File: config.mk
export PLATFORM = sky130hd
export DESIGN_NAME = mem_read_mux
export DESIGN_NICKNAME = d
export VERILOG_FILES = /design/src/hdl/mem_pkg.sv /design/src/hdl/mem_read_mux.sv
export SDC_FILE = /design/constraint.sdc
export NUM_CORES = 1
export LEC_CHECK = 0
export BUFFER_PORTS_ARGS = -buffer_cell sky130_fd_sc_hd__buf_2
export CELL_PAD_IN_SITES_DETAIL_PLACEMENT = 0
export CELL_PAD_IN_SITES_GLOBAL_PLACEMENT = 1
export CORE_AREA = 2 2 95 97
export DETAILED_ROUTE_END_ITERATION = 8
export DIE_AREA = 0 0 97 99
export GPL_TIMING_DRIVEN = 0
export PLACE_DENSITY = 0.78
export SLEW_MARGIN = 20
export SYNTH_ARGS = -nofsm -noshare
export SYNTH_HDL_FRONTEND = slang
export SYNTH_SLANG_ARGS = --single-unit
File: constraint.sdc
create_clock -name clock -period 1.4 [get_ports clock]
set_clock_uncertainty 0.15 [all_clocks]
set_input_delay 0.07 -clock clock [delete_from_list [all_inputs] [get_ports clock]]
set_output_delay 0.07 -clock clock [all_outputs]
set_load 0.02 [all_outputs]
File: src/hdl/mem_pkg.sv
package mem_pkg;

    // Bus-level vectors
    typedef logic [31:0] mem_addr_t;
    typedef logic [31:0] mem_data_t;
    typedef logic [3:0]  mem_we_t;    // Bit 0 is address byte 0

    // Word offset inside one region, wide enough for VRAM
    typedef logic [14:0] mem_word_addr_t;

    // Size code 3 is not listed and means no access
    typedef enum logic [1:0] {
        MEM_SIZE_BYTE = 2'd0,
        MEM_SIZE_HALF = 2'd1,
        MEM_SIZE_WORD = 2'd2
    } mem_size_t;

    typedef enum logic [2:0] {
        REGION_NONE    = 3'd0,
        REGION_SYSTEM  = 3'd1,
        REGION_INTERN  = 3'd2,
        REGION_PALETTE = 3'd3,
        REGION_VRAM    = 3'd4,
        REGION_OAM     = 3'd5
    } mem_region_t;

    // Region map, byte base and byte size
    localparam mem_addr_t SYSTEM_BASE  = 32'h0000_0000;
    localparam mem_addr_t SYSTEM_SIZE  = 32'h0000_4000;    // 16 KB
    localparam mem_addr_t INTERN_BASE  = 32'h0300_0000;
    localparam mem_addr_t INTERN_SIZE  = 32'h0000_8000;    // 32 KB
    localparam mem_addr_t PALETTE_BASE = 32'h0500_0000;
    localparam mem_addr_t PALETTE_SIZE = 32'h0000_0400;    // 1 KB
    localparam mem_addr_t VRAM_BASE    = 32'h0600_0000;
    localparam mem_addr_t VRAM_SIZE    = 32'h0001_8000;    // 96 KB
    localparam mem_addr_t OAM_BASE     = 32'h0700_0000;
    localparam mem_addr_t OAM_SIZE     = 32'h0000_0400;    // 1 KB

    // Depths in 32-bit words
    localparam int SYSTEM_DEPTH_WORDS  = int'(SYSTEM_SIZE  / 4);
    localparam int INTERN_DEPTH_WORDS  = int'(INTERN_SIZE  / 4);
    localparam int PALETTE_DEPTH_WORDS = int'(PALETTE_SIZE / 4);
    localparam int VRAM_DEPTH_WORDS    = int'(VRAM_SIZE    / 4);
    localparam int OAM_DEPTH_WORDS     = int'(OAM_SIZE     / 4);

    // Word depth of a region; REGION_NONE only ever carries offset zero
    function automatic int region_depth(input mem_region_t region);
        int depth;
        case (region)
            REGION_SYSTEM:  depth = SYSTEM_DEPTH_WORDS;
            REGION_INTERN:  depth = INTERN_DEPTH_WORDS;
            REGION_PALETTE: depth = PALETTE_DEPTH_WORDS;
            REGION_VRAM:    depth = VRAM_DEPTH_WORDS;
            REGION_OAM:     depth = OAM_DEPTH_WORDS;
            default:        depth = 1;
        endcase
        return depth;
    endfunction

endpackage: mem_pkg

File: src/hdl/mem_read_mux.sv
`timescale 1ns/1ps

module mem_read_mux
    import mem_pkg::*;
(
    input  logic        clock,
    input  logic        arst_n,
    input  mem_region_t region,
    input  mem_data_t   system_rdata,
    input  mem_data_t   intern_rdata,
    input  mem_data_t   palette_rdata,
    input  mem_data_t   vram_rdata,
    input  mem_data_t   oam_rdata,
    output mem_data_t   rdata
);

    mem_region_t region_q;    // Region of last cycle's access

    // Lines up with the one-cycle RAM read
    always_ff @(posedge clock or negedge arst_n) begin
        if (!arst_n) begin
            region_q <= REGION_NONE;
        end else begin
            region_q <= region;
        end
    end

    always_comb begin
        case (region_q)
            REGION_SYSTEM:  rdata = system_rdata;
            REGION_INTERN:  rdata = intern_rdata;
            REGION_PALETTE: rdata = palette_rdata;
            REGION_VRAM:    rdata = vram_rdata;
            REGION_OAM:     rdata = oam_rdata;
            default:        rdata = '0;    // Unmapped
        endcase
    end

endmodule: mem_read_mux

# After elaboration in Yosys (flattened, before gate mapping)

Cells that the tools add are included.

Mux-type cells: 1
Equal/unequal tests: 5

Operator list:

| kind                                                             | count |
|---|---|
| 32-bit one-hot mux with 5 select lines                           | 1 |
| 3-bit by 2-bit == test with 1-bit output (second input constant) | 2 |
| 3-bit == test (second input constant)                            | 2 |
| 3-bit by 1-bit == test with 1-bit output (second input constant) | 1 |

Flip-flop bits (word level): 3
Output and inout bits: 32
Input port bits: 165
Word-level logic and storage cells: 7

# Depth between registers and ports, before layout

Word-level depth: 2
Depth in mapped cells: 6
Depth with buffers taken out: 3

# Least setup slack after synthesis

Ideal clock, no wire load.

Kind: register -> output
Start point: reg region_q[2]
End point: out rdata[0]
Data required time: 1.180 ns
Path buffers: 3
Slack: -0.203 ns
Arrival time: 1.383 ns
Stages on the path, launching flop included: 7
Cell sequence: dfrtp_1 -> buf_6 -> nor2b_1 -> buf_4 -> buf_6 -> a221oi_2 -> a31oi_1

Longest elaborated chain between the ends: 2
Elaborated cells between the ends (all ways): 6
Those cells by class: eq/ne (5); mux (1)

RTL lines:

| element                                  | line               | RTL |
|---|---|---|
| start, declared                          | mem_read_mux.sv:17 | `mem_region_t region_q;` |
| start signal, assigned                   | mem_read_mux.sv:24 | `region_q <= region;` |
| 3-bit == test (tied with other cells)    | mem_read_mux.sv:29 | `case (region_q)` |
| 32-bit one-hot mux with 5 select lines * | mem_read_mux.sv:29 |  |
| end, declared                            | mem_read_mux.sv:14 | `output mem_data_t rdata` |

Every way passes the cells marked *; elsewhere a longest branch is shown, timed or not.

# Worst setup path in the final report

Start point: reg region_q[2]
End point: out rdata[21]

Same word-level chain as after synthesis.

==> impl_metrics.ini <==
[pwr]
power.density_nw_per_um2 = 437
p_leak_nw = 1.64
peakVddDrop_mv = 0.563
total_power_w = 0.00173

[setup_path]
cp_data_arrival_time_ns = 1.67
critPathSlowestCell = dfrtp_1
path_max_fanout = 6
slowest_delay_ns = 0.36
cp-startpoint = region_q[2]$_DFF_PN0_
endpoint = rdata[21]
critPathKind = reg -> out
cp-start-kind = flop
path_delay_family = buffers and inverters
crit_cells = 7
cp_num_buf_inv = 4
crit_path_frequent_cell = buf_6
worst_setup_path_end_kind = primary output
worst_ep_required_time_ns = 1.18
path_cells = buf_6, and2b_1, buf_6, clkbuf_16, a221oi_4, a31oi_4, buf_2

[sta]
hold_viol_final = 0
rsz0062_at_grt = true
fin_hold_ws_ns = 0.0340
slew_headroom_pct = 66.8
fin_crit_ns = 1.89
slew_viol_final = 0
tightestPinTransition_ns = 0.497
final-setup-viol-count = 32
fmax_ghz = 0.528
setup_slack_ns = -0.495
finalCritPeriodShare_pct = 135

[place]
gp_congestion = 0.787
dp.final_hpwl_um = 6240
io_buffers = 196

[synth]
ys_types = 14
syn-instance-count = 190
synth.top_cell.area_share_pct = 28.3
ys_warn_count = 0
syn_avg_cell_area_sq_um = 8.38
synth_seq_area_share_pct = 4.71
synth_top_area_cell = a221oi_2
ys_ff_latch = 3
netlist_area_sq_um = 1590
synthTopCellsByArea = a221oi_2 (28%), mux2i_1 (20%), a31oi_1 (13%)
synthesis.nets = 355

[clock_tree]
htree_levels = 1
clkTransAtPathRegs_ns = 0.03
cts-root-buf = clkbuf_8
cts.sinks = 3
numCtsBuffers = 3
tritoncts = yes
clockBufferDepth = 2

[drt]
wl_per_cell_um = 15.3
wl_met1_um = 2950
wl_met2_um = 4300
vias = 2370
top_layer = met4
first_pass_iters = 4
drc = 0
drt_wl_total_um = 7750
via_per_inst = 4.68
dr_wl_met3_um = 490
ant_nets = 0
drtIter0Drc = 31

[layout]
fill_cells = 807
fin_nets = 564
area_growth_syn_to_layout_pct = 148
top_regs = region_q (3)
largest_register_ffs = 3
final_common_cell = buf_2
diodes = 0
layout_common_cells = buf_2 (170), buf_6 (33), mux2i_1 (32), a31oi_4 (32), nand2_1 (31)
drive_above_1_share_pct = 73.9
final_core_util_pct = 46.2
largest-register = region_q

[floorplanning]
rows = 34
core_sq_um = 8550
die_w_um = 97
die_h_um = 99
ios = 197
dieArea_sq_um = 9600
initial_utilization_pct = 18.6

[run_status]
outcome = finished with violations
violations = negative setup slack

[hold_path]
worstHoldPathType = in -> async

[global_routing]
grt_max_degree = 11
grt_overflow = 0
grt_pass1_wl_um = 12300
grt_usage_pct = 15.3
grt_pass1_vias = 2538
antenna_found_initial = 0

[job]
drv_cap = 0
==> worst min-delay path by stage <==
stage                                  to  slack, ns  depth (start not counted)
floorplan           region_q[0]$_DFF_PN0_      -0.38                          0
global placement    region_q[1]$_DFF_PN0_      -0.28                          1
detailed placement  region_q[2]$_DFF_PN0_      -0.28                          1
CTS                 region_q[0]$_DFF_PN0_       0.03                          2
global route        region_q[0]$_DFF_PN0_       0.04                          2
finish              region_q[0]$_DFF_PN0_       0.03                          2
==> metrics by stage <==
step	instance area [sq um]	worst slack (ns)	TNS, ns	std cells
4_1_cts	3800	-0.519	-15.82	503
5_1_grt	3950	-0.572	-17.17	506
6_report	3950	-0.495	-14.96	506
3_3_place_gp	3190	-0.470	-13.81	494
2_1_floorplan	2080	-0.0808	-2.58	190
3_5_place_dp	3190	-0.479	-14.14	494
==> metal layers <==
layer,vias up,global-route usage [%]
met1,1109,17.9
met5,-,0
li1,1166,-
met4,0,1.30
met3,2,2.34
met2,93,30.4
==> final cells by class <==
cell class / count / area (sq um) / share of cell area (%)
Multi-Input combinational cell: 162 / 2160 / 54.6
Timing Repair Buffer: 206 / 1260 / 32.0
Buffer: 23 / 273 / 6.90
Tap cell: 108 / 135 / 3.42
Sequential cell: 3 / 77.6 / 1.96
Clock buffer: 4 / 45.0 / 1.14
==> cell families after synthesis <==
logic type / after synthesis / share of synthesized area [%]
flip-flops: 3 / 4.71
AO/OA/AOI/OAI: 64 / 41.9
buffers and inverters: 25 / 12.3
AND/OR/NAND/NOR: 66 / 21.0
multiplexers: 32 / 20.1
==> power by group <==
part	total, W	internal [W]	switching (W)
logic	0.00138	0.000706	0.000672
registers	0.000102	0.0000923	0.00000976
clock network	0.000247	0.000194	0.0000535
==> timing repair <==
item | in CTS | in global routing
endpoints found under the setup margin | 32 | 32
endpoints found under the hold margin | 6 | 0
pin swaps | 4 | 5
gates cloned | 1 | 2
setup buffers | 2 | 1
hold buffers | 4 | 0
gates resized for setup | 83 | 28
==> synthesized netlist by cell type <==
cell type,count
a31oi_1,32
mux2i_1,32
nand2_1,32
a221oi_2,30
or2_1,22
buf_6,11
or2_0,10
clkbuf_1,7
buf_4,4
buf_2,3
dfrtp_1,3
a221oi_1,2
and2b_1,1
nor2b_1,1
(Power assumes the default switching activity.)
