### src/hdl/mem_pkg.sv
package mem_pkg;

    // Bus-level vectors
    typedef logic [31:0] mem_addr_t;
    typedef logic [31:0] mem_data_t;
    typedef logic [3:0]  mem_we_t;    // Bit 0 is address byte 0

    // Word offset inside one region, wide enough for VRAM
    typedef logic [14:0] mem_word_addr_t;

    // Size code 3 is not listed and means no access
    typedef enum logic [1:0] {
        MEM_SIZE_BYTE = 2'd0,
        MEM_SIZE_HALF = 2'd1,
        MEM_SIZE_WORD = 2'd2
    } mem_size_t;

    typedef enum logic [2:0] {
        REGION_NONE    = 3'd0,
        REGION_SYSTEM  = 3'd1,
        REGION_INTERN  = 3'd2,
        REGION_PALETTE = 3'd3,
        REGION_VRAM    = 3'd4,
        REGION_OAM     = 3'd5
    } mem_region_t;

    // Region map, byte base and byte size
    localparam mem_addr_t SYSTEM_BASE  = 32'h0000_0000;
    localparam mem_addr_t SYSTEM_SIZE  = 32'h0000_4000;    // 16 KB
    localparam mem_addr_t INTERN_BASE  = 32'h0300_0000;
    localparam mem_addr_t INTERN_SIZE  = 32'h0000_8000;    // 32 KB
    localparam mem_addr_t PALETTE_BASE = 32'h0500_0000;
    localparam mem_addr_t PALETTE_SIZE = 32'h0000_0400;    // 1 KB
    localparam mem_addr_t VRAM_BASE    = 32'h0600_0000;
    localparam mem_addr_t VRAM_SIZE    = 32'h0001_8000;    // 96 KB
    localparam mem_addr_t OAM_BASE     = 32'h0700_0000;
    localparam mem_addr_t OAM_SIZE     = 32'h0000_0400;    // 1 KB

    // Depths in 32-bit words
    localparam int SYSTEM_DEPTH_WORDS  = int'(SYSTEM_SIZE  / 4);
    localparam int INTERN_DEPTH_WORDS  = int'(INTERN_SIZE  / 4);
    localparam int PALETTE_DEPTH_WORDS = int'(PALETTE_SIZE / 4);
    localparam int VRAM_DEPTH_WORDS    = int'(VRAM_SIZE    / 4);
    localparam int OAM_DEPTH_WORDS     = int'(OAM_SIZE     / 4);

    // Word depth of a region; REGION_NONE only ever carries offset zero
    function automatic int region_depth(input mem_region_t region);
        int depth;
        case (region)
            REGION_SYSTEM:  depth = SYSTEM_DEPTH_WORDS;
            REGION_INTERN:  depth = INTERN_DEPTH_WORDS;
            REGION_PALETTE: depth = PALETTE_DEPTH_WORDS;
            REGION_VRAM:    depth = VRAM_DEPTH_WORDS;
            REGION_OAM:     depth = OAM_DEPTH_WORDS;
            default:        depth = 1;
        endcase
        return depth;
    endfunction

endpackage: mem_pkg

### src/hdl/mem_byte_lanes.sv
`timescale 1ns/1ps

// The CPU places write data in its lanes itself
module mem_byte_lanes
    import mem_pkg::*;
(
    input  logic [1:0] addr_lo,
    input  mem_size_t  size,
    input  logic       write,
    output mem_we_t    byte_we
);

    always_comb begin
        byte_we = '0;
        if (write) begin
            case (size)
                MEM_SIZE_BYTE: begin
                    byte_we[addr_lo] = 1'b1;
                end
                MEM_SIZE_HALF: begin
                    if (addr_lo[1]) begin
                        byte_we = 4'b1100;    // Upper half
                    end else begin
                        byte_we = 4'b0011;
                    end
                end
                MEM_SIZE_WORD: begin
                    byte_we = 4'b1111;
                end
                default: begin
                    byte_we = '0;    // Size 3 means no access
                end
            endcase
        end
    end

endmodule: mem_byte_lanes

### config.mk
export PLATFORM = sky130hd
export DESIGN_NAME = mem_byte_lanes
export DESIGN_NICKNAME = d
export VERILOG_FILES = /design/src/hdl/mem_pkg.sv /design/src/hdl/mem_byte_lanes.sv
export SDC_FILE = /design/constraint.sdc
export NUM_CORES = 1
export LEC_CHECK = 0
export ABC_AREA = 1
export CORE_AREA = 10 10 47 49
export DETAILED_ROUTE_END_ITERATION = 8
export DIE_AREA = 0 0 57 59
export DONT_BUFFER_PORTS = 1
export PLACE_DENSITY_LB_ADDON = 0.15
export SKIP_LAST_GASP = 1
export SLEW_MARGIN = 20
export SYNTH_ARGS = -nofsm -noshare
export SYNTH_HDL_FRONTEND = slang
export SYNTH_SLANG_ARGS = --single-unit
### constraint.sdc
create_clock -name vclk -period 1.07
set_input_delay 0.107 -clock vclk [all_inputs]
set_output_delay 0.107 -clock vclk [all_outputs]
set_load 0.05 [all_outputs]
# After elaboration in Yosys (flattened, before gate mapping)
# Index checks and enable logic that the tools add are counted.
[totals]
register_bits = 0
in_bits = 5
elab_cells = 11
[op_classes]
eq_ne = 2
mux = 5
n_reduce_logical = 2
n_lt_le_gt_ge = 2
[ops]
columns = ["op", "count"]
rows = [
  ["4-bit case mux with 3 select lines", 1],
  ["4-bit 2-to-1 mux", 2],
  ["2-bit by 3-bit less-than comparator with 1-bit output, second input constant", 1],
  ["1-bit demux with 2-bit select", 1],
  ["2-bit by 1-bit equality test with 1-bit output, second input constant", 1],
  ["2-bit equality test, second input constant", 1],
  ["2-bit by 1-bit >= comparator with 1-bit output, second input constant", 1],
  ["2-bit zero test", 1],
  ["1-bit logical AND", 1],
  ["1-bit 2-to-1 mux", 1],
]

# Longest topological paths before layout
# Gate-level depths: netlist of the first run.
[depth]
depth_word = 6
depth_mapped = 5
mapped_depth_nobuf = 5

# Least setup slack after synthesis of the first run
# Ideal clock, no wire load.
[synth_timing]
path_type = "input -> output"
from = "input size[1]"
to = "output byte_we[1]"
cell_stages = 5
t_arrival_ns = 0.989
slack_ns = -0.026
cell_sequence = "inv_2 nand2_1 nor2_1 nor2_1 nor2_1"
[synth_between]
elab_chain_len = 3
word_cells_on_any_way = 5
[synth_rtl]
columns = ["element", "line", "source"]
rows = [
  ["start: declaration", "mem_byte_lanes.sv:8", "input mem_size_t size,"],
  ["2-bit equality test, or another cell as far along", "mem_byte_lanes.sv:16", "case (size)"],
  ["4-bit case mux with 3 select lines *", "mem_byte_lanes.sv:16", ""],
  ["4-bit 2-to-1 mux *", "mem_byte_lanes.sv:15", "if (write) begin"],
  ["end: declaration", "mem_byte_lanes.sv:10", "output mem_we_t byte_we"],
]
# Mark *: on every way between the ends. The rest lies on a longest branch, timed or not.

# Worst setup path after layout of the first run
[layout_timing]
from = "input size[1]"
to = "output byte_we[0]"
# Same word-level chain as after synthesis.

==> results.sh, run 1 <==
export IMPL_dp_hpwl_um=372
export IMPL_dp_cells=48
export IMPL_initial_core_util_pct=8.214
export IMPL_final_antenna_net_count=0
export IMPL_cp_data_required_time_ns=0.96
export IMPL_power_share_switching_pct=71.77
export IMPL_die_h_um=59
export IMPL_dieArea_um2=3363
export IMPL_dpl_instance_area_um2=165.2
export IMPL_final_seq_area_um2=0
export IMPL_first_global_vias=144
export IMPL_instances_no_fill=48
export IMPL_min_path_type="in -> out"
export IMPL_post_cts_repair_setup_buffers=0
export IMPL_finalSetupViolCount=0
export IMPL_preCtsSetupSlack_ns=0.2735
export IMPL_synth_cell_types=6
export IMPL_grt_use_total_pct=2.281
export IMPL_max_cap_violations=0
export IMPL_seq_area_frac_synth_pct=0
export IMPL_fill_cells=181
export IMPL_m1WireLength_um=164
export IMPL_vias=158
export IMPL_portBuffers=0
export IMPL_cp_cell_sequence="inv_2 > nand3_1 > nand3_1 > nand2_1 > inv_1"
export IMPL_ir_drop_mv=0.08990
export IMPL_finalCritPeriodShare_pct=73.74
export IMPL_rows=14
export IMPL_wl_met3_um=21
export IMPL_comb_power_share_pct=100.0
export IMPL_syn_area_per_cell_um2=3.969
export IMPL_p_leak_nw=0.09766
export IMPL_first_pass_iters=1
export IMPL_fin_setup_tns_ns=0
export IMPL_startpoint_type="input port"
export IMPL_netlist_instances=29
export IMPL_drive_above_1_share_pct=31.25
export IMPL_antenna_found_initial=0
export IMPL_slowest_delay_ns=0.32
export IMPL_highest_layer="met3"
export IMPL_period_minus_slack_ns=0.7890
export IMPL_p_clk_share_pct=0
export IMPL_coreArea_um2=1401
export IMPL_seq_cells=0
export IMPL_ys_top_cells_by_area="nor2_1 (36%), nand2_1 (26%), nand3_1 (13%)"
export IMPL_routed_wl_um=405
export IMPL_routabilityCongestion=0.6340
export IMPL_clock_buffers=0
export IMPL_nets=39
export IMPL_drt_initial_drc_count=0
export IMPL_viasPerCell=3.292
export IMPL_worst_setup_path_type="in -> out"
export IMPL_grt_max_degree=6
export IMPL_diodes=0
export IMPL_yosysWarnings=0
export IMPL_p_switching_uw=60.54
export IMPL_fin_hold_ws_ns=0.4502
export IMPL_outcome="finished clean"
export IMPL_synth_cell_area_um2=115.1
export IMPL_path_common_cell="nand3_1"
export IMPL_grt_pass1_wl_um=662
export IMPL_final_max_slew_viol_count=0
export IMPL_synth_nets=34
export IMPL_area_delta_synth_final_pct=43.48
export IMPL_seqPwrFrac_pct=0
export IMPL_postCtsResizedCells=0
export IMPL_hp_start="write"
export IMPL_relSlewSlack_pct=71.75
export IMPL_slowest_stage="inv_1"
export IMPL_power_internal_uw=23.81
export IMPL_io_pins=9
export IMPL_ctsHoldBuffers=0
export IMPL_final_util_pct=11.79
export IMPL_drc=0
export IMPL_crit_fanout=3
export IMPL_wl_per_cell_um=8.438
export IMPL_worst_slack_ns=0.2810
export IMPL_holdPathEnd="byte_we[0]"
export IMPL_synth_top_cell_area_share_pct=35.87
export IMPL_powerDensity_nw_per_um2=510.8
export IMPL_rsz0062_at_grt="no"
export IMPL_grt_ovfl_total=0
export IMPL_met2_length_um=219
export IMPL_tightest_slew_ns=0.4233
export IMPL_cp_end_kind="output pin"
export IMPL_maxClockFrequency_mhz=1267
export IMPL_worstPathArrival_ns=0.68
export IMPL_postLayoutCellArea_um2=165.2
export IMPL_die_width_um=57
export IMPL_yosysTopAreaCell="nor2_1"
export IMPL_finalPower_uw=84.36
export IMPL_holdPathStages=2
export IMPL_finalHoldViolCount=0
[layout make-up]
class,instances,area (um^2),share of cell area [%]
repair buffers,3,22.52,13.64
multi-input cells,23,100.1,60.61
inverters,6,22.52,13.64
well taps,16,20.02,12.12
[routing by layer]
metal	track usage [%]	vias up
met5	0	-
met4	0	0
met3	0.4292	0
met2	4.496	3
met1	2.582	65
li1	-	90
[worst max-delay path by stage]
stage | start | end | slack, ns
3_5_place_dp | size[1] | byte_we[0] | 0.27
3_3_place_gp | addr_lo[1] | byte_we[0] | 0.26
4_1_cts | size[1] | byte_we[0] | 0.27
6_report | size[1] | byte_we[0] | 0.28
5_1_grt | size[0] | byte_we[0] | 0.21
2_1_floorplan | size[1] | byte_we[1] | 0.20
[cells in the mapped netlist]
library cell and n:
nand2_1 8, nand2_2 1, inv_2 3, nand3_1 3, nor2_1 11, inv_1 3
[power by group through the flow]
stage	clock network [mW]	logic (mW)	registers, mW
floorplan	0	0.0693	0
global route	0	0.0917	0
detailed placement	0	0.0859	0
global placement	0	0.0865	0
CTS	0	0.0860	0
finish	0	0.0844	0
[critical path, delay by kind of cell]
kind | cells | cell delay [ns]
buf+inv | 2 | 0.36
simple gates | 3 | 0.22
[placed cells by master, fill, tap and decap left out]
cell type / count
inv_2: 3
nand3_1: 3
buf_4: 3
nand2_1: 8
nor2_1: 8
inv_1: 3
nor2_2: 3
nand2_2: 1
[cells by family (layout without fill, tap and decap cells)]
kind of cell | after synthesis | in the layout | share of synthesized area [%]
buffers and inverters | 6 | 9 | 19.56
AND/OR/NAND/NOR | 23 | 23 | 80.44
(Power assumes the default switching activity.)
==> run 2: changes to the inputs <==
clock period = 0.8 ns   (was 1.07 ns; I/O delays follow)
==> run 2 against run 1 <==
Clock-buffer cell count is the same. Global-route usage fell by 0.34 points. First-iteration DRC count grew 1. Worst hold slack lost 0.051 ns. Cell area up 44%. Flip-flop and latch count did not move. Largest cell class unchanged.
==> results.sh, run 2 (synthesis results as in run 1) <==
export IMPL_die_h_um=59
export IMPL_outcome="finished clean"
export IMPL_power_share_switching_pct=57.66
export IMPL_final_max_slew_viol_count=0
export IMPL_wl_per_cell_um=7.878
export IMPL_crit_fanout=3
export IMPL_powerDensity_nw_per_um2=707.8
export IMPL_slowest_stage="nor2_1"
export IMPL_comb_power_share_pct=100.0
export IMPL_die_width_um=57
export IMPL_period_minus_slack_ns=0.7224
export IMPL_grt_ovfl_total=0
export IMPL_diodes=0
export IMPL_dieArea_um2=3363
export IMPL_viasPerCell=3.204
export IMPL_initial_core_util_pct=8.214
export IMPL_finalCritPeriodShare_pct=90.29
export IMPL_p_leak_nw=0.1185
export IMPL_dp_hpwl_um=371.1
export IMPL_grt_use_total_pct=1.936
export IMPL_drt_initial_drc_count=1
export IMPL_postCtsResizedCells=0
export IMPL_postLayoutCellArea_um2=237.7
export IMPL_clock_buffers=0
export IMPL_slowest_delay_ns=0.19
export IMPL_dpl_instance_area_um2=237.7
export IMPL_seq_cells=0
export IMPL_p_switching_uw=97.02
export IMPL_final_antenna_net_count=0
export IMPL_post_cts_repair_setup_buffers=0
export IMPL_routabilityCongestion=0.6822
export IMPL_max_cap_violations=0
export IMPL_drive_above_1_share_pct=33.33
export IMPL_power_internal_uw=71.24
export IMPL_vias=157
export IMPL_fin_setup_tns_ns=0
export IMPL_io_pins=9
export IMPL_ctsHoldBuffers=0
export IMPL_grt_pass1_wl_um=552
export IMPL_p_clk_share_pct=0
export IMPL_routed_wl_um=386
export IMPL_finalHoldViolCount=0
export IMPL_first_pass_iters=2
export IMPL_worst_setup_path_type="in -> out"
export IMPL_startpoint_type="input port"
export IMPL_first_global_vias=131
export IMPL_grt_max_degree=6
export IMPL_final_seq_area_um2=0
export IMPL_cp_data_required_time_ns=0.72
export IMPL_min_path_type="in -> out"
export IMPL_portBuffers=0
export IMPL_path_common_cell="nor2_1"
export IMPL_rsz0062_at_grt="no"
export IMPL_coreArea_um2=1401
export IMPL_tightest_slew_ns=0.2502
export IMPL_rows=14
export IMPL_seqPwrFrac_pct=0
export IMPL_area_delta_synth_final_pct=106.5
export IMPL_mostFrequentLayoutCells="nand2_1 (8), nor2_1 (8), buf_12 (4)"
export IMPL_maxClockFrequency_mhz=1384
export IMPL_cp_cell_sequence="inv_2 > nand2_1 > nor2_1 > nor2_1 > nor2_4 > buf_12"
export IMPL_relSlewSlack_pct=83.30
export IMPL_cp_end_kind="output pin"
export IMPL_ir_drop_mv=0.2016
export IMPL_nets=40
export IMPL_finalSetupViolCount=0
export IMPL_antenna_found_initial=0
export IMPL_worstPathArrival_ns=0.64
export IMPL_drc=0
run 2: cell types whose count changed in the layout (fill, tap and decap cells not counted):
cell / change
buf_12: +4
buf_4: -3
nor2_2: -3
nor2_4: +3
run 2: worst max-delay path, delay by kind of cell:
kind	cells	cell delay [ns]
AND/OR/NAND/NOR	4	0.39
buffers and inverters	2	0.17
run 2: routing by layer:
layer / vias to the layer above / part of all wire (%) / GRT usage [%]
met4: 0 / 0 / 0
met2: 6 / 48 / 3.566
met1: 59 / 27 / 1.291
li1: 92 / - / -
met3: 0 / 24 / 2.361
met5: - / 0 / 0
run 2: final timing paths:
check | cells past startpoint | slack, ns | start | end
worst max-delay path | 6 | 0.08 | size[1] | byte_we[3]
worst min-delay path | 3 | 0.40 | write | byte_we[0]
run 2: final cells by class:
class	instances	area (um^2)
inverters	6	22.52
multi-input cells	23	115.1
repair buffers	4	80.08
fillers	172	1164
well taps	16	20.02
run 2: power by group through the flow:
stage               registers [mW]  logic, mW  clock network (mW)
global route                     0      0.180                   0
global placement                 0      0.171                   0
floorplan                        0      0.104                   0
detailed placement               0      0.171                   0
finish                           0      0.168                   0
CTS                              0      0.172                   0
run 2: metrics by stage:
step / power, mW / util [%] / worst slack, ns / std cells / hold WS, ns
after floorplan: 0.1036 / - / 0.09810 / 29 / 0.3892
after global placement: 0.1714 / 16.96 / 0.06224 / 49 / 0.4031
after detailed placement: 0.1711 / 16.96 / 0.06892 / 49 / 0.4016
after CTS: 0.1715 / 16.96 / 0.06837 / 49 / 0.4016
after global routing: 0.1798 / 16.96 / 0.02429 / 49 / 0.4249
final: 0.1683 / 16.96 / 0.07764 / 49 / 0.3995
==> run 3: changes to the inputs <==
clock period = 0.9 ns   (was 0.8 ns; I/O delays follow)
==> run 3 against run 2 <==
Worst setup slack gained 0.096 ns. Routed wire length shrank 2.1%. Cell area shrank 6.3%. Die area is the same. Combinational power shrank 17%. Worst hold slack gained 0.023 ns. Highest routed layer unchanged.
==> results.sh, run 3 (synthesis results as in run 1) <==
export IMPL_fill_cells=170
export IMPL_viasPerCell=3.367
export IMPL_cp_startpoint="size[1]"
export IMPL_initial_core_util_pct=8.214
export IMPL_maxClockFrequency_mhz=1378
export IMPL_routabilityCongestion=0.6346
export IMPL_startpoint_type="input port"
export IMPL_post_cts_repair_setup_buffers=0
export IMPL_postCtsResizedCells=0
export IMPL_drt_initial_drc_count=4
export IMPL_cp_data_required_time_ns=0.81
export IMPL_clock_buffers=0
export IMPL_diodes=0
export IMPL_wl_per_cell_um=7.714
export IMPL_grt_max_degree=6
export IMPL_tightest_slew_ns=0.1382
export IMPL_hp_start="write"
export IMPL_vias=165
export IMPL_area_delta_synth_final_pct=93.48
export IMPL_drive_above_1_share_pct=33.33
export IMPL_crit_fanout=3
export IMPL_fin_setup_tns_ns=0
export IMPL_coreArea_um2=1401
export IMPL_outcome="finished clean"
export IMPL_grt_ovfl_total=0
export IMPL_finalCritPeriodShare_pct=80.66
export IMPL_preCtsSetupSlack_ns=0.1558
export IMPL_dieArea_um2=3363
export IMPL_fin_hold_ws_ns=0.4223
export IMPL_die_h_um=59
export IMPL_final_max_slew_viol_count=0
export IMPL_worstPathArrival_ns=0.64
export IMPL_final_seq_area_um2=0
export IMPL_multi_input_area_um2=100.1
export IMPL_cp_end_kind="output pin"
export IMPL_worst_setup_path_type="in -> out"
export IMPL_grt_pass1_wl_um=655
export IMPL_dp_hpwl_um=376
export IMPL_drc=0
export IMPL_period_minus_slack_ns=0.7259
export IMPL_max_cap_violations=0
export IMPL_ir_drop_mv=0.1585
export IMPL_min_path_type="in -> out"
export IMPL_relSlewSlack_pct=90.78
export IMPL_routed_wl_um=378
export IMPL_mostFrequentLayoutCells="nand2_1 (8), nor2_1 (8), buf_12 (4)"
export IMPL_p_leak_nw=0.1165
export IMPL_antenna_found_initial=0
export IMPL_first_pass_iters=2
export IMPL_ctsHoldBuffers=0
export IMPL_io_pins=9
export IMPL_powerDensity_nw_per_um2=625.0
export IMPL_first_global_vias=152
export IMPL_finalSetupViolCount=0
export IMPL_seq_cells=0
export IMPL_rows=14
export IMPL_worst_slack_ns=0.1741
export IMPL_portBuffers=0
export IMPL_final_antenna_net_count=0
export IMPL_finalHoldViolCount=0
export IMPL_grt_use_total_pct=2.194
export IMPL_rsz0062_at_grt="no"
export IMPL_nets=40
export IMPL_die_width_um=57
export IMPL_final_util_pct=15.89
export IMPL_crit_end="byte_we[2]"
export IMPL_finalPower_uw=139.2
## run 3: layout make-up
type	count	share of cell area [%]
Tap cell	16	8.989
Inverter	6	10.11
Timing Repair Buffer	4	35.95
Multi-Input combinational cell	23	44.94
## run 3: how the worst min path moves through the flow
stage	cells after the start	end	slack (ns)
detailed placement	3	byte_we[0]	0.42
floorplan	2	byte_we[0]	0.41
finish	3	byte_we[0]	0.42
global placement	3	byte_we[0]	0.43
CTS	3	byte_we[0]	0.43
global route	3	byte_we[0]	0.47
## run 3: worst max-delay path, stage by stage
cell	delay, ns
inv_2	0.04
nand2_1	0.08
nor2_1	0.09
nor2_1	0.06
nor2_2	0.13
buf_12	0.15
## run 3: per-stage QoR
step	std cells	instance area, um^2
2_1_floorplan	29	122.6
3_3_place_gp	49	222.7
3_5_place_dp	49	222.7
5_1_grt	49	222.7
4_1_cts	49	222.7
6_report	49	222.7
## run 3: report_power, final
group	total, mW	internal [mW]	switching [mW]
Combinational	0.139	0.0603	0.0789
Clock	0	0	0
Sequential	0	0	0
## run 3: layer usage
layer	wire length (um)	GRT usage (%)	up-vias
met2	218	4.961	3
met4	0	0	0
li1	-	-	93
met3	25	0.4292	0
met1	133	1.995	69
met5	0	0	-
