`src/hdl/mem_pkg.sv`:
```
package mem_pkg;

    // Bus-level vectors
    typedef logic [31:0] mem_addr_t;
    typedef logic [31:0] mem_data_t;
    typedef logic [3:0]  mem_we_t;    // Bit 0 is address byte 0

    // Word offset inside one region, wide enough for VRAM
    typedef logic [14:0] mem_word_addr_t;

    // Size code 3 is not listed and means no access
    typedef enum logic [1:0] {
        MEM_SIZE_BYTE = 2'd0,
        MEM_SIZE_HALF = 2'd1,
        MEM_SIZE_WORD = 2'd2
    } mem_size_t;

    typedef enum logic [2:0] {
        REGION_NONE    = 3'd0,
        REGION_SYSTEM  = 3'd1,
        REGION_INTERN  = 3'd2,
        REGION_PALETTE = 3'd3,
        REGION_VRAM    = 3'd4,
        REGION_OAM     = 3'd5
    } mem_region_t;

    // Region map, byte base and byte size
    localparam mem_addr_t SYSTEM_BASE  = 32'h0000_0000;
    localparam mem_addr_t SYSTEM_SIZE  = 32'h0000_4000;    // 16 KB
    localparam mem_addr_t INTERN_BASE  = 32'h0300_0000;
    localparam mem_addr_t INTERN_SIZE  = 32'h0000_8000;    // 32 KB
    localparam mem_addr_t PALETTE_BASE = 32'h0500_0000;
    localparam mem_addr_t PALETTE_SIZE = 32'h0000_0400;    // 1 KB
    localparam mem_addr_t VRAM_BASE    = 32'h0600_0000;
    localparam mem_addr_t VRAM_SIZE    = 32'h0001_8000;    // 96 KB
    localparam mem_addr_t OAM_BASE     = 32'h0700_0000;
    localparam mem_addr_t OAM_SIZE     = 32'h0000_0400;    // 1 KB

    // Depths in 32-bit words
    localparam int SYSTEM_DEPTH_WORDS  = int'(SYSTEM_SIZE  / 4);
    localparam int INTERN_DEPTH_WORDS  = int'(INTERN_SIZE  / 4);
    localparam int PALETTE_DEPTH_WORDS = int'(PALETTE_SIZE / 4);
    localparam int VRAM_DEPTH_WORDS    = int'(VRAM_SIZE    / 4);
    localparam int OAM_DEPTH_WORDS     = int'(OAM_SIZE     / 4);

    // Word depth of a region; REGION_NONE only ever carries offset zero
    function automatic int region_depth(input mem_region_t region);
        int depth;
        case (region)
            REGION_SYSTEM:  depth = SYSTEM_DEPTH_WORDS;
            REGION_INTERN:  depth = INTERN_DEPTH_WORDS;
            REGION_PALETTE: depth = PALETTE_DEPTH_WORDS;
            REGION_VRAM:    depth = VRAM_DEPTH_WORDS;
            REGION_OAM:     depth = OAM_DEPTH_WORDS;
            default:        depth = 1;
        endcase
        return depth;
    endfunction

endpackage: mem_pkg

```
`src/hdl/mem_region_decode.sv`:
```
`timescale 1ns/1ps

module mem_region_decode
    import mem_pkg::*;
(
    input  mem_addr_t      addr,
    output mem_region_t    region,
    output mem_word_addr_t offset
);

    // True when base <= a < base + size
    function automatic logic in_region(
        input mem_addr_t a,
        input mem_addr_t base,
        input mem_addr_t size
    );
        mem_addr_t rel;
        rel = a - base;
        return (a >= base) && (rel < size);
    endfunction

    function automatic mem_word_addr_t word_offset(
        input mem_addr_t a,
        input mem_addr_t base
    );
        mem_addr_t rel;
        rel = a - base;
        return rel[16:2];    // Byte offset to word index
    endfunction

    always_comb begin
        region = REGION_NONE;
        offset = '0;
        if (in_region(addr, SYSTEM_BASE, SYSTEM_SIZE)) begin
            region = REGION_SYSTEM;
            offset = word_offset(addr, SYSTEM_BASE);
        end else if (in_region(addr, INTERN_BASE, INTERN_SIZE)) begin
            region = REGION_INTERN;
            offset = word_offset(addr, INTERN_BASE);
        end else if (in_region(addr, PALETTE_BASE, PALETTE_SIZE)) begin
            region = REGION_PALETTE;
            offset = word_offset(addr, PALETTE_BASE);
        end else if (in_region(addr, VRAM_BASE, VRAM_SIZE)) begin
            region = REGION_VRAM;
            offset = word_offset(addr, VRAM_BASE);
        end else if (in_region(addr, OAM_BASE, OAM_SIZE)) begin
            region = REGION_OAM;
            offset = word_offset(addr, OAM_BASE);
        end

        // Offset must land inside the memory that will be enabled
        a_offset_in_region: assert (int'(offset) < region_depth(region))
            else $error("offset %0d outside region %s", offset, region.name());
    end

endmodule: mem_region_decode

```
`config.mk`:
```
export PLATFORM = sky130hd
export DESIGN_NAME = mem_region_decode
export DESIGN_NICKNAME = d
export VERILOG_FILES = /design/src/hdl/mem_pkg.sv /design/src/hdl/mem_region_decode.sv
export SDC_FILE = /design/constraint.sdc
export NUM_CORES = 1
export LEC_CHECK = 0
export BUFFER_PORTS_ARGS = -buffer_cell sky130_fd_sc_hd__buf_4
export CAP_MARGIN = 20
export CORE_MARGIN = 2
export CORE_UTILIZATION = 38
export DETAILED_ROUTE_END_ITERATION = 6
export MAX_ROUTING_LAYER = met4
export PLACE_DENSITY = 0.8
export SYNTH_ARGS = -nofsm -noshare
export SYNTH_HDL_FRONTEND = slang
export SYNTH_SLANG_ARGS = --single-unit
```
`constraint.sdc`:
```
create_clock -name vclk -period 1.6
set_clock_uncertainty 0.15 [all_clocks]
set_input_delay 0.08 -clock vclk [all_inputs]
set_output_delay 0.08 -clock vclk [all_outputs]
set_load 0.02 [all_outputs]
```
==> reports/metrics.yaml, run 1 <==
run_status:
  status: "stopped before the end"
  stop_stage: "global routing"
  stop_error: "[ERROR DPL-0038] Utilization greater than 100%, impossible to legalize"
floorplanning:
  dieHeight_um: 45.3
  rows: 14
  die_w_um: 45.3
  start_util_pct: 41.6
  io-pin-count: 50
yosys:
  seq_area_frac_synth_pct: 0
  yosys.area.top_type: "and2_1"
  synth_top_area_share_pct: 11.6
  mappedNetlistNets: 123
  netlist_area_um2: 648
  syn_area_per_cell_um2: 7.37
  yosys-top-cells-area: "and2_1 (12%), buf_6 (6.9%), ha_1 (5.8%), nor2_1 (4.6%), a2111oi_4 (4.2%)"
  synthCells: 88
  ys_types: 38
  yosysWarnings: 0
timing:
  grt-worst-endpoint: "offset[14]"
  endpoint_type: "output port"
global_routing:
  grt_max_degree: 8
placement:
  port-buffer-count: 48
  pre_cts_ws_ps: -478
  dp_hpwl_um: 2370
  gp_congestion: 0.991
==> repair_timing <==
item / CTS
gates cloned: 1
setup buffers: 7
resized for setup: 34
hold buffers: 0
setup endpoints to repair: 18
pin swaps: 19
==> per-stage QoR <==
step | instances | TNS (ps) | cell area, um2 | util [%]
floorplan | 88 | -2070 | 698 | -
global placement | 179 | -5860 | 1290 | 82.7
detailed placement | 179 | -6940 | 1290 | 82.7
CTS | 185 | -4820 | 1500 | 96.1
==> cells in the mapped netlist, drive strengths merged, types with 3 or more instances <==
master,n
nor2b,3
nor3,5
a21oi,3
and2,12
nor4,4
a211oi,4
xor2,3
nand2,3
nor3b,3
buf,7
nand3,3
ha,3
nor2,8
==> cells by family after synthesis <==
logic type | after synthesis | synth area share, %
XOR/XNOR | 3 | 5.21
adder cells (fa/ha/maj) | 3 | 5.79
AND/OR/NAND/NOR | 50 | 47.7
AO/OA/AOI/OAI | 22 | 30.1
buffers and inverters | 10 | 11.2
==> run 2, diff against run 1 <==
--- a/config.mk
+++ b/config.mk
@@ -7,11 +7,10 @@
 export LEC_CHECK = 0
 export BUFFER_PORTS_ARGS = -buffer_cell sky130_fd_sc_hd__buf_4
 export CAP_MARGIN = 20
-export CORE_MARGIN = 2
-export CORE_UTILIZATION = 38
+export CORE_AREA = 2 2 63 65
 export DETAILED_ROUTE_END_ITERATION = 6
-export MAX_ROUTING_LAYER = met4
-export PLACE_DENSITY = 0.8
+export DIE_AREA = 0 0 65 67
+export PLACE_DENSITY_LB_ADDON = 0.15
 export SYNTH_ARGS = -nofsm -noshare
 export SYNTH_HDL_FRONTEND = slang
 export SYNTH_SLANG_ARGS = --single-unit
==> constraint.sdc (replaced) <==
create_clock -name vclk -period 2.1
set_clock_uncertainty 0.15 [all_clocks]
set_input_delay 0.105 -clock vclk [all_inputs]
set_output_delay 0.105 -clock vclk [all_outputs]
set_load 0.02 [all_outputs]
==> run 2 against run 1 <==
The run now ends clean. Synthesized area did not move. Synthesized cell count stayed put.
==> reports/metrics.yaml, run 2 <==
timing:
  clock.fmax_ghz: 0.493
  min_period_over_period_pct: 96.6
  rsz0062_at_grt: "true"
  finalCriticalPeriod_ps: 2030
  finalMaxSlewViolations: 0
  finalHoldViolCount: 0
  finalSetupViolCount: 0
  tns_ps: 0
  worstMarginPinSlew_ps: 420
  relSlewSlack_pct: 72.0
  holdWs_ps: 362
yosys:
  netlist_area_um2: 648
  yosysWarnings: 0
  syn_area_per_cell_um2: 7.37
  ys_types: 38
  seq_area_frac_synth_pct: 0
  yosys.area.top_type: "and2_1"
  synthCells: 88
  mappedNetlistNets: 123
  synth_top_area_share_pct: 11.6
  yosysMostFrequentCell: "and2_1"
  synth_common_cells: "and2_1 (12), nor2_1 (8), buf_6 (4), nor3_1 (4)"
  yosys-top-cells-area: "and2_1 (12%), buf_6 (6.9%), ha_1 (5.8%), nor2_1 (4.6%), a2111oi_4 (4.2%)"
pwr:
  max-vdd-ir-drop_uv: 47.9
  sequentialPowerShare_pct: 0
  powerDensity_nw_per_um2: 122
  p_clk_share_pct: 0
  intPower_uw: 82.3
  switchingPower_uw: 70.1
  swShare_pct: 46.0
  pwr-share-comb_pct: 100.0
  p_leak_nw: 0.550
cells_and_area:
  n_antenna_cell: 0
  mostFrequentLayoutCell: "buf_4"
  final_cell_area_um2: 1250
  regArea_um2: 0
  multi_input_area_um2: 681
  n_clock_buffer: 0
  nNetsFinal: 181
  final_cells: 192
  seq_cells: 0
  drive_gt1_share_pct: 61.1
  fillers: 384
  mostFrequentLayoutCells: "buf_4 (56), nor2_1 (8), and2_1 (6), and2_4 (6), buf_6 (6)"
  syn2layout_area_growth_pct: 93.4
  utilization_pct: 34.8
global_routing:
  overflow: 0
  track_usage_pct: 10.3
  grt_max_degree: 12
  grt_pass1_vias: 832
  grt_antenna_before_repair: 0
  grt_pass1_wl_um: 3630
drt:
  postRouteAntennaNets: 0
  drtIter0Drc: 13
  routedWlPerCell_um: 12.5
  via_per_inst: 4.68
  firstDrtPassIters: 4
  vias: 898
  finalWirelength_um: 2410
  remaining_drc_errors: 0
worst_setup_path:
  critPathLaunchType: "primary input"
  end_kind: "primary output"
  cp.arrival_ps: 1770
  cp_max_fo: 8
  crit_type: "in2out"
  cp_data_required_time_ps: 1850
floorplanning:
  dieHeight_um: 67
  rows: 22
  io-pin-count: 50
  start_util_pct: 18.0
  core_area_um2: 3610
  dieArea_um2: 4360
  die_w_um: 65
worst_hold_path:
  hp-class: "in2out"
  hp-start: "addr[3]"
  hold_end: "offset[1]"
  min_path_cells: 3
placement:
  post_dp_cell_area_um2: 1100
  dp_cells: 189
  port-buffer-count: 48
  gp_congestion: 0.836
  dp_hpwl_um: 1910
run_status:
  status: "finished clean"
job:
  maxCapViolCount: 0
cts:
  holdBufCountCts: 0
==> run 2: cell counts after synthesis <==
Identical to the previous run, type by type.
==> run 2: what timing repair did <==
item                       4_1_cts  5_1_grt
setup buffers                    1        2
gates cloned                     1        0
pin swaps                        3        8
gates resized for setup          9       24
setup endpoints to repair       15       16
==> run 2: power groups by stage <==
| stage | clock network [mW] | logic, mW | registers [mW] |
|---|---|---|---|
| floorplan | 0 | 0.0656 | 0 |
| global placement | 0 | 0.134 | 0 |
| detailed placement | 0 | 0.134 | 0 |
| CTS | 0 | 0.142 | 0 |
| global route | 0 | 0.165 | 0 |
| finish | 0 | 0.152 | 0 |
==> run 2: worst max-delay path by stage <==
| stage | start | end | slack (ps) | cells after the start |
|---|---|---|---|---|
| 3_5_place_dp | addr[25] | offset[3] | -130 | 9 |
| 4_1_cts | addr[25] | offset[5] | 1 | 11 |
| 5_1_grt | addr[25] | offset[10] | -7 | 9 |
| 6_report | addr[25] | offset[2] | 70 | 11 |
| 3_3_place_gp | addr[25] | offset[13] | -150 | 10 |
| 2_1_floorplan | addr[25] | offset[10] | 150 | 9 |
==> run 2: area by class of cell <==
cell class | instances | area share, %
multi-input cells | 79 | 54.3
well taps | 48 | 4.79
repair buffers | 63 | 40.1
inverters | 2 | 0.798
==> run 2: critical path, stage by stage <==
cell and delay (ps):
buf_4 130, buf_8 130, inv_4 50, ha_4 130
o21ai_1 60, a211o_1 260, o22a_1 240, o22a_2 280
nand2_4 120, and2_4 150, buf_6 110
==> run 2: cells by family (layout without fill, tap and decap cells) <==
kind of cell	count (synthesis)	in the layout	share of synthesized area (%)
compound gates	22	22	30.1
xor+xnor	3	3	5.21
fa+ha+maj	3	3	5.79
buf+inv	10	65	11.2
simple gates	50	51	47.7
==> run 2: layer usage <==
layer	vias up	track usage (%)	share of wire, %
li1	441	-	-
met1	404	12.3	39
met2	53	20.2	51
met3	0	1.52	10
met4	0	0	0
met5	-	0	0
==> run 2: stage by stage <==
step                      power, mW  setup slack [ps]
after detailed placement      0.134              -129
final                         0.152              71.3
after CTS                     0.142              1.21
after global placement        0.134              -147
after floorplan              0.0656               154
after global routing          0.165             -7.17
Power figures use the tool's default switching activity.
==> run 3, diff against run 2 <==
--- a/config.mk
+++ b/config.mk
@@ -7,6 +7,8 @@
 export LEC_CHECK = 0
 export BUFFER_PORTS_ARGS = -buffer_cell sky130_fd_sc_hd__buf_4
 export CAP_MARGIN = 20
+export CELL_PAD_IN_SITES_DETAIL_PLACEMENT = 1
+export CELL_PAD_IN_SITES_GLOBAL_PLACEMENT = 1
 export CORE_AREA = 2 2 63 65
 export DETAILED_ROUTE_END_ITERATION = 6
 export DIE_AREA = 0 0 65 67
==> run 3 against run 2 <==
Wire length is 24% higher. Sequential share of layout area stayed put. Core utilization is 2.9 points higher.
==> reports/metrics.yaml, run 3 (synthesis gave the netlist of run 2 again) <==
global_routing:
  track_usage_pct: 13.0
  overflow: 0
  grt_antenna_before_repair: 0
  grt_pass1_vias: 913
  grt_max_degree: 12
  grt_pass1_wl_um: 4500
worst_hold_path:
  min_path_cells: 3
  hp-class: "in2out"
  hp-start: "addr[3]"
  hold_end: "offset[1]"
timing:
  finalHoldViolCount: 0
  clock.fmax_ghz: 0.482
  min_period_over_period_pct: 98.7
  finalCriticalPeriod_ps: 2070
  worstMarginPinSlew_ps: 428
  relSlewSlack_pct: 71.3
  holdWs_ps: 368
  finalSetupViolCount: 0
  fin_ws_ps: 26.6
  finalMaxSlewViolations: 0
  rsz0062_at_grt: "true"
cells_and_area:
  n_antenna_cell: 0
  multi_input_area_um2: 712
  syn2layout_area_growth_pct: 110
  final_cell_area_um2: 1360
  n_clock_buffer: 0
  utilization_pct: 37.7
  mostFrequentLayoutCell: "buf_4"
  drive_gt1_share_pct: 66.7
  fillers: 432
  regArea_um2: 0
  mostFrequentLayoutCells: "buf_4 (48), buf_6 (15), and2_4 (12)"
  seq_cells: 0
  nNetsFinal: 184
pwr:
  max-vdd-ir-drop_uv: 44.4
  p_leak_nw: 0.577
  power_uw: 168
  powerDensity_nw_per_um2: 124
worst_setup_path:
  cp_common_cell: "buf_6"
  path_buf_inv: 4
  crit_type: "in2out"
  cp_cell_sequence: "buf_8 -> buf_6 -> buf_12 -> nor3_4 -> o311ai_2 -> or3_1 -> o22a_2 -> nand2_4 -> and2_4 -> buf_6"
  critPathLaunchType: "primary input"
  cp.arrival_ps: 1820
  cp_max_fo: 6
  cp_data_required_time_ps: 1850
  critical-path-top-delay-family: "simple AND/OR/NAND/NOR gates"
  crit_cells: 10
  slowest_delay_ps: 390
  end_kind: "primary output"
  critical_path.slowest_cell: "or3_1"
floorplanning:
  die_w_um: 65
  start_util_pct: 18.0
  rows: 22
  dieArea_um2: 4360
  dieHeight_um: 67
  core_area_um2: 3610
  io-pin-count: 50
drt:
  vias: 891
  remaining_drc_errors: 0
  routedWlPerCell_um: 15.3
  postRouteAntennaNets: 0
  via_per_inst: 4.57
  finalWirelength_um: 2980
  drtIter0Drc: 8
  firstDrtPassIters: 4
job:
  maxCapViolCount: 0
cts:
  holdBufCountCts: 0
placement:
  dp_hpwl_um: 2120
  port-buffer-count: 48
  post_dp_cell_area_um2: 1090
  gp_congestion: 0.731
  pre_cts_ws_ps: -145
run_status:
  status: "finished clean"
-- run 3: changes by cell type in the layout (fill, tap and decap cells not counted), sizes merged --
cell / delta
buf: +3
-- run 3: worst max path at each step --
stage                         from          to
final                     addr[25]  offset[11]
after global routing      addr[25]  offset[11]
after CTS                 addr[25]   offset[0]
after detailed placement  addr[25]   offset[9]
after global placement    addr[25]   offset[2]
after floorplan           addr[25]  offset[10]
-- run 3: final cells by class --
cell class	instances	share of cell area (%)
inverter	2	0.552
timing repair buffer	66	42.6
tap	48	4.42
multi-input combinational	79	52.4
-- run 3: per-stage QoR --
step,cells,setup TNS [ps]
6_report,195,0
5_1_grt,195,-491
4_1_cts,193,-0.505
3_5_place_dp,188,-1820
3_3_place_gp,188,-1610
2_1_floorplan,88,0
-- run 3: report_power, final --
part           total (mW)  switching, mW  internal [mW]
Sequential              0              0              0
Combinational       0.168         0.0764         0.0919
Clock                   0              0              0
-- run 3: repair_timing --
action,CTS,global route
pin swaps,7,19
endpoints found under the hold margin,0,0
buffers inserted,4,2
gates resized for setup,24,26
gates cloned,1,0
endpoints found under the setup margin,15,15
-- run 3: per-layer routing --
layer	global-route usage [%]	up-vias	wire length, um	share of wire, %
li1	-	446	-	-
met1	16.9	425	1250	42
met2	24.9	20	1620	54
met3	0.845	0	111	3.7
met4	0	0	0	0
met5	0	-	0	0
==> run 4, diff against run 3 <==
--- a/config.mk
+++ b/config.mk
@@ -13,6 +13,7 @@
 export DETAILED_ROUTE_END_ITERATION = 6
 export DIE_AREA = 0 0 65 67
 export PLACE_DENSITY_LB_ADDON = 0.15
+export SETUP_SLACK_MARGIN = 0.4
 export SYNTH_ARGS = -nofsm -noshare
 export SYNTH_HDL_FRONTEND = slang
 export SYNTH_SLANG_ARGS = --single-unit
==> run 4 against run 3 <==
First-iteration DRC count unchanged. Largest cell class unchanged. Clock-buffer cell count unchanged. Die area did not move.
==> reports/metrics.yaml, run 4 (synthesis gave the netlist of run 2 again) <==
floorplanning:
  io-pin-count: 50
  start_util_pct: 18.0
  rows: 22
  die_w_um: 65
  dieHeight_um: 67
  core_area_um2: 3610
  dieArea_um2: 4360
job:
  maxCapViolCount: 0
worst_setup_path:
  cp_max_fo: 7
  cp_data_required_time_ps: 1850
  crit_type: "in2out"
  end_kind: "primary output"
  critPathLaunchType: "primary input"
  cp.arrival_ps: 1780
cells_and_area:
  seq_cells: 0
  final_cell_area_um2: 1450
  regArea_um2: 0
  utilization_pct: 40.2
  n_antenna_cell: 0
  mostFrequentLayoutCell: "buf_4"
  n_clock_buffer: 0
  mostFrequentLayoutCells: "buf_4 (50), buf_6 (19), and2_4 (12)"
  drive_gt1_share_pct: 71.2
  final_cells: 201
  syn2layout_area_growth_pct: 124
  nNetsFinal: 190
drt:
  remaining_drc_errors: 0
  via_per_inst: 4.55
  routedWlPerCell_um: 14.5
  drtIter0Drc: 8
  vias: 915
  firstDrtPassIters: 3
  finalWirelength_um: 2920
  postRouteAntennaNets: 0
global_routing:
  grt_pass1_wl_um: 4550
  grt_max_degree: 12
  grt_pass1_vias: 969
  overflow: 0
  track_usage_pct: 12.9
  grt_antenna_before_repair: 0
timing:
  clock.fmax_ghz: 0.492
  fin_ws_ps: 69.4
  min_period_over_period_pct: 96.7
  finalCriticalPeriod_ps: 2030
  finalSetupViolCount: 0
  finalMaxSlewViolations: 0
  worstMarginPinSlew_ps: 418
  holdWs_ps: 366
  rsz0062_at_grt: "true"
  finalHoldViolCount: 0
  relSlewSlack_pct: 72.1
placement:
  dp_cells: 191
  dp_hpwl_um: 2230
  post_dp_cell_area_um2: 1170
  port-buffer-count: 48
  gp_congestion: 0.723
  pre_cts_ws_ps: -44.0
worst_hold_path:
  hp-class: "in2out"
  min_path_cells: 3
run_status:
  status: "finished clean"
pwr:
  max-vdd-ir-drop_uv: 50.7
  p_leak_nw: 0.623
  powerDensity_nw_per_um2: 123
cts:
  holdBufCountCts: 0
-- run 4: cell count changes in the layout (fill, tap and decap cells not counted), moves of 2 or more --
| cell | before | now |
|---|---|---|
| buf_4 | 48 | 50 |
| buf_6 | 15 | 19 |
| nor2b_1 | 3 | 1 |
| nor2b_2 | 0 | 2 |
| nor3_1 | 3 | 0 |
| nor3_2 | 1 | 4 |
-- run 4: where the power goes --
part	total (mW)	internal (mW)	switching, mW
Combinational	0.178	0.0990	0.0794
Clock	0	0	0
Sequential	0	0	0
-- run 4: critical path, stage by stage --
cell	delay (ps)
buf_8	110
ha_4	190
a211oi_4	290
buf_4	150
buf_4	90
buf_4	90
a2bb2oi_2	50
o22a_2	300
nand2_4	110
and2_4	140
buf_4	130
-- run 4: path summary, 6_finish.rpt --
check  startpoint        end
max      addr[25]  offset[3]
min       addr[6]  offset[4]
-- run 4: timing repair --
action,4_1_cts,5_1_grt
gates cloned,1,0
setup buffers,5,4
pin swaps,21,5
gates resized for setup,42,5
endpoints found under the setup margin,18,18
-- run 4: final cells by class --
type,instances,area (um2)
fill,417,2160
inverter,2,10.0
multi-input combinational,79,741
tap,48,60.1
timing repair buffer,72,639
-- run 4: stage by stage --
stage | TNS [ps] | total power, mW
global placement | -252 | 0.142
global route | -83.6 | 0.192
detailed placement | -329 | 0.146
finish | 0 | 0.178
CTS | 0 | 0.166
floorplan | 0 | 0.0663
-- run 4: metal layers --
layer / GRT usage, % / up-vias / share of wire [%]
li1: - / 455 / -
met1: 16.1 / 445 / 42
met2: 25.4 / 15 / 55
met3: 0.845 / 0 / 3.1
met4: 0 / 0 / 0
met5: 0 / - / 0
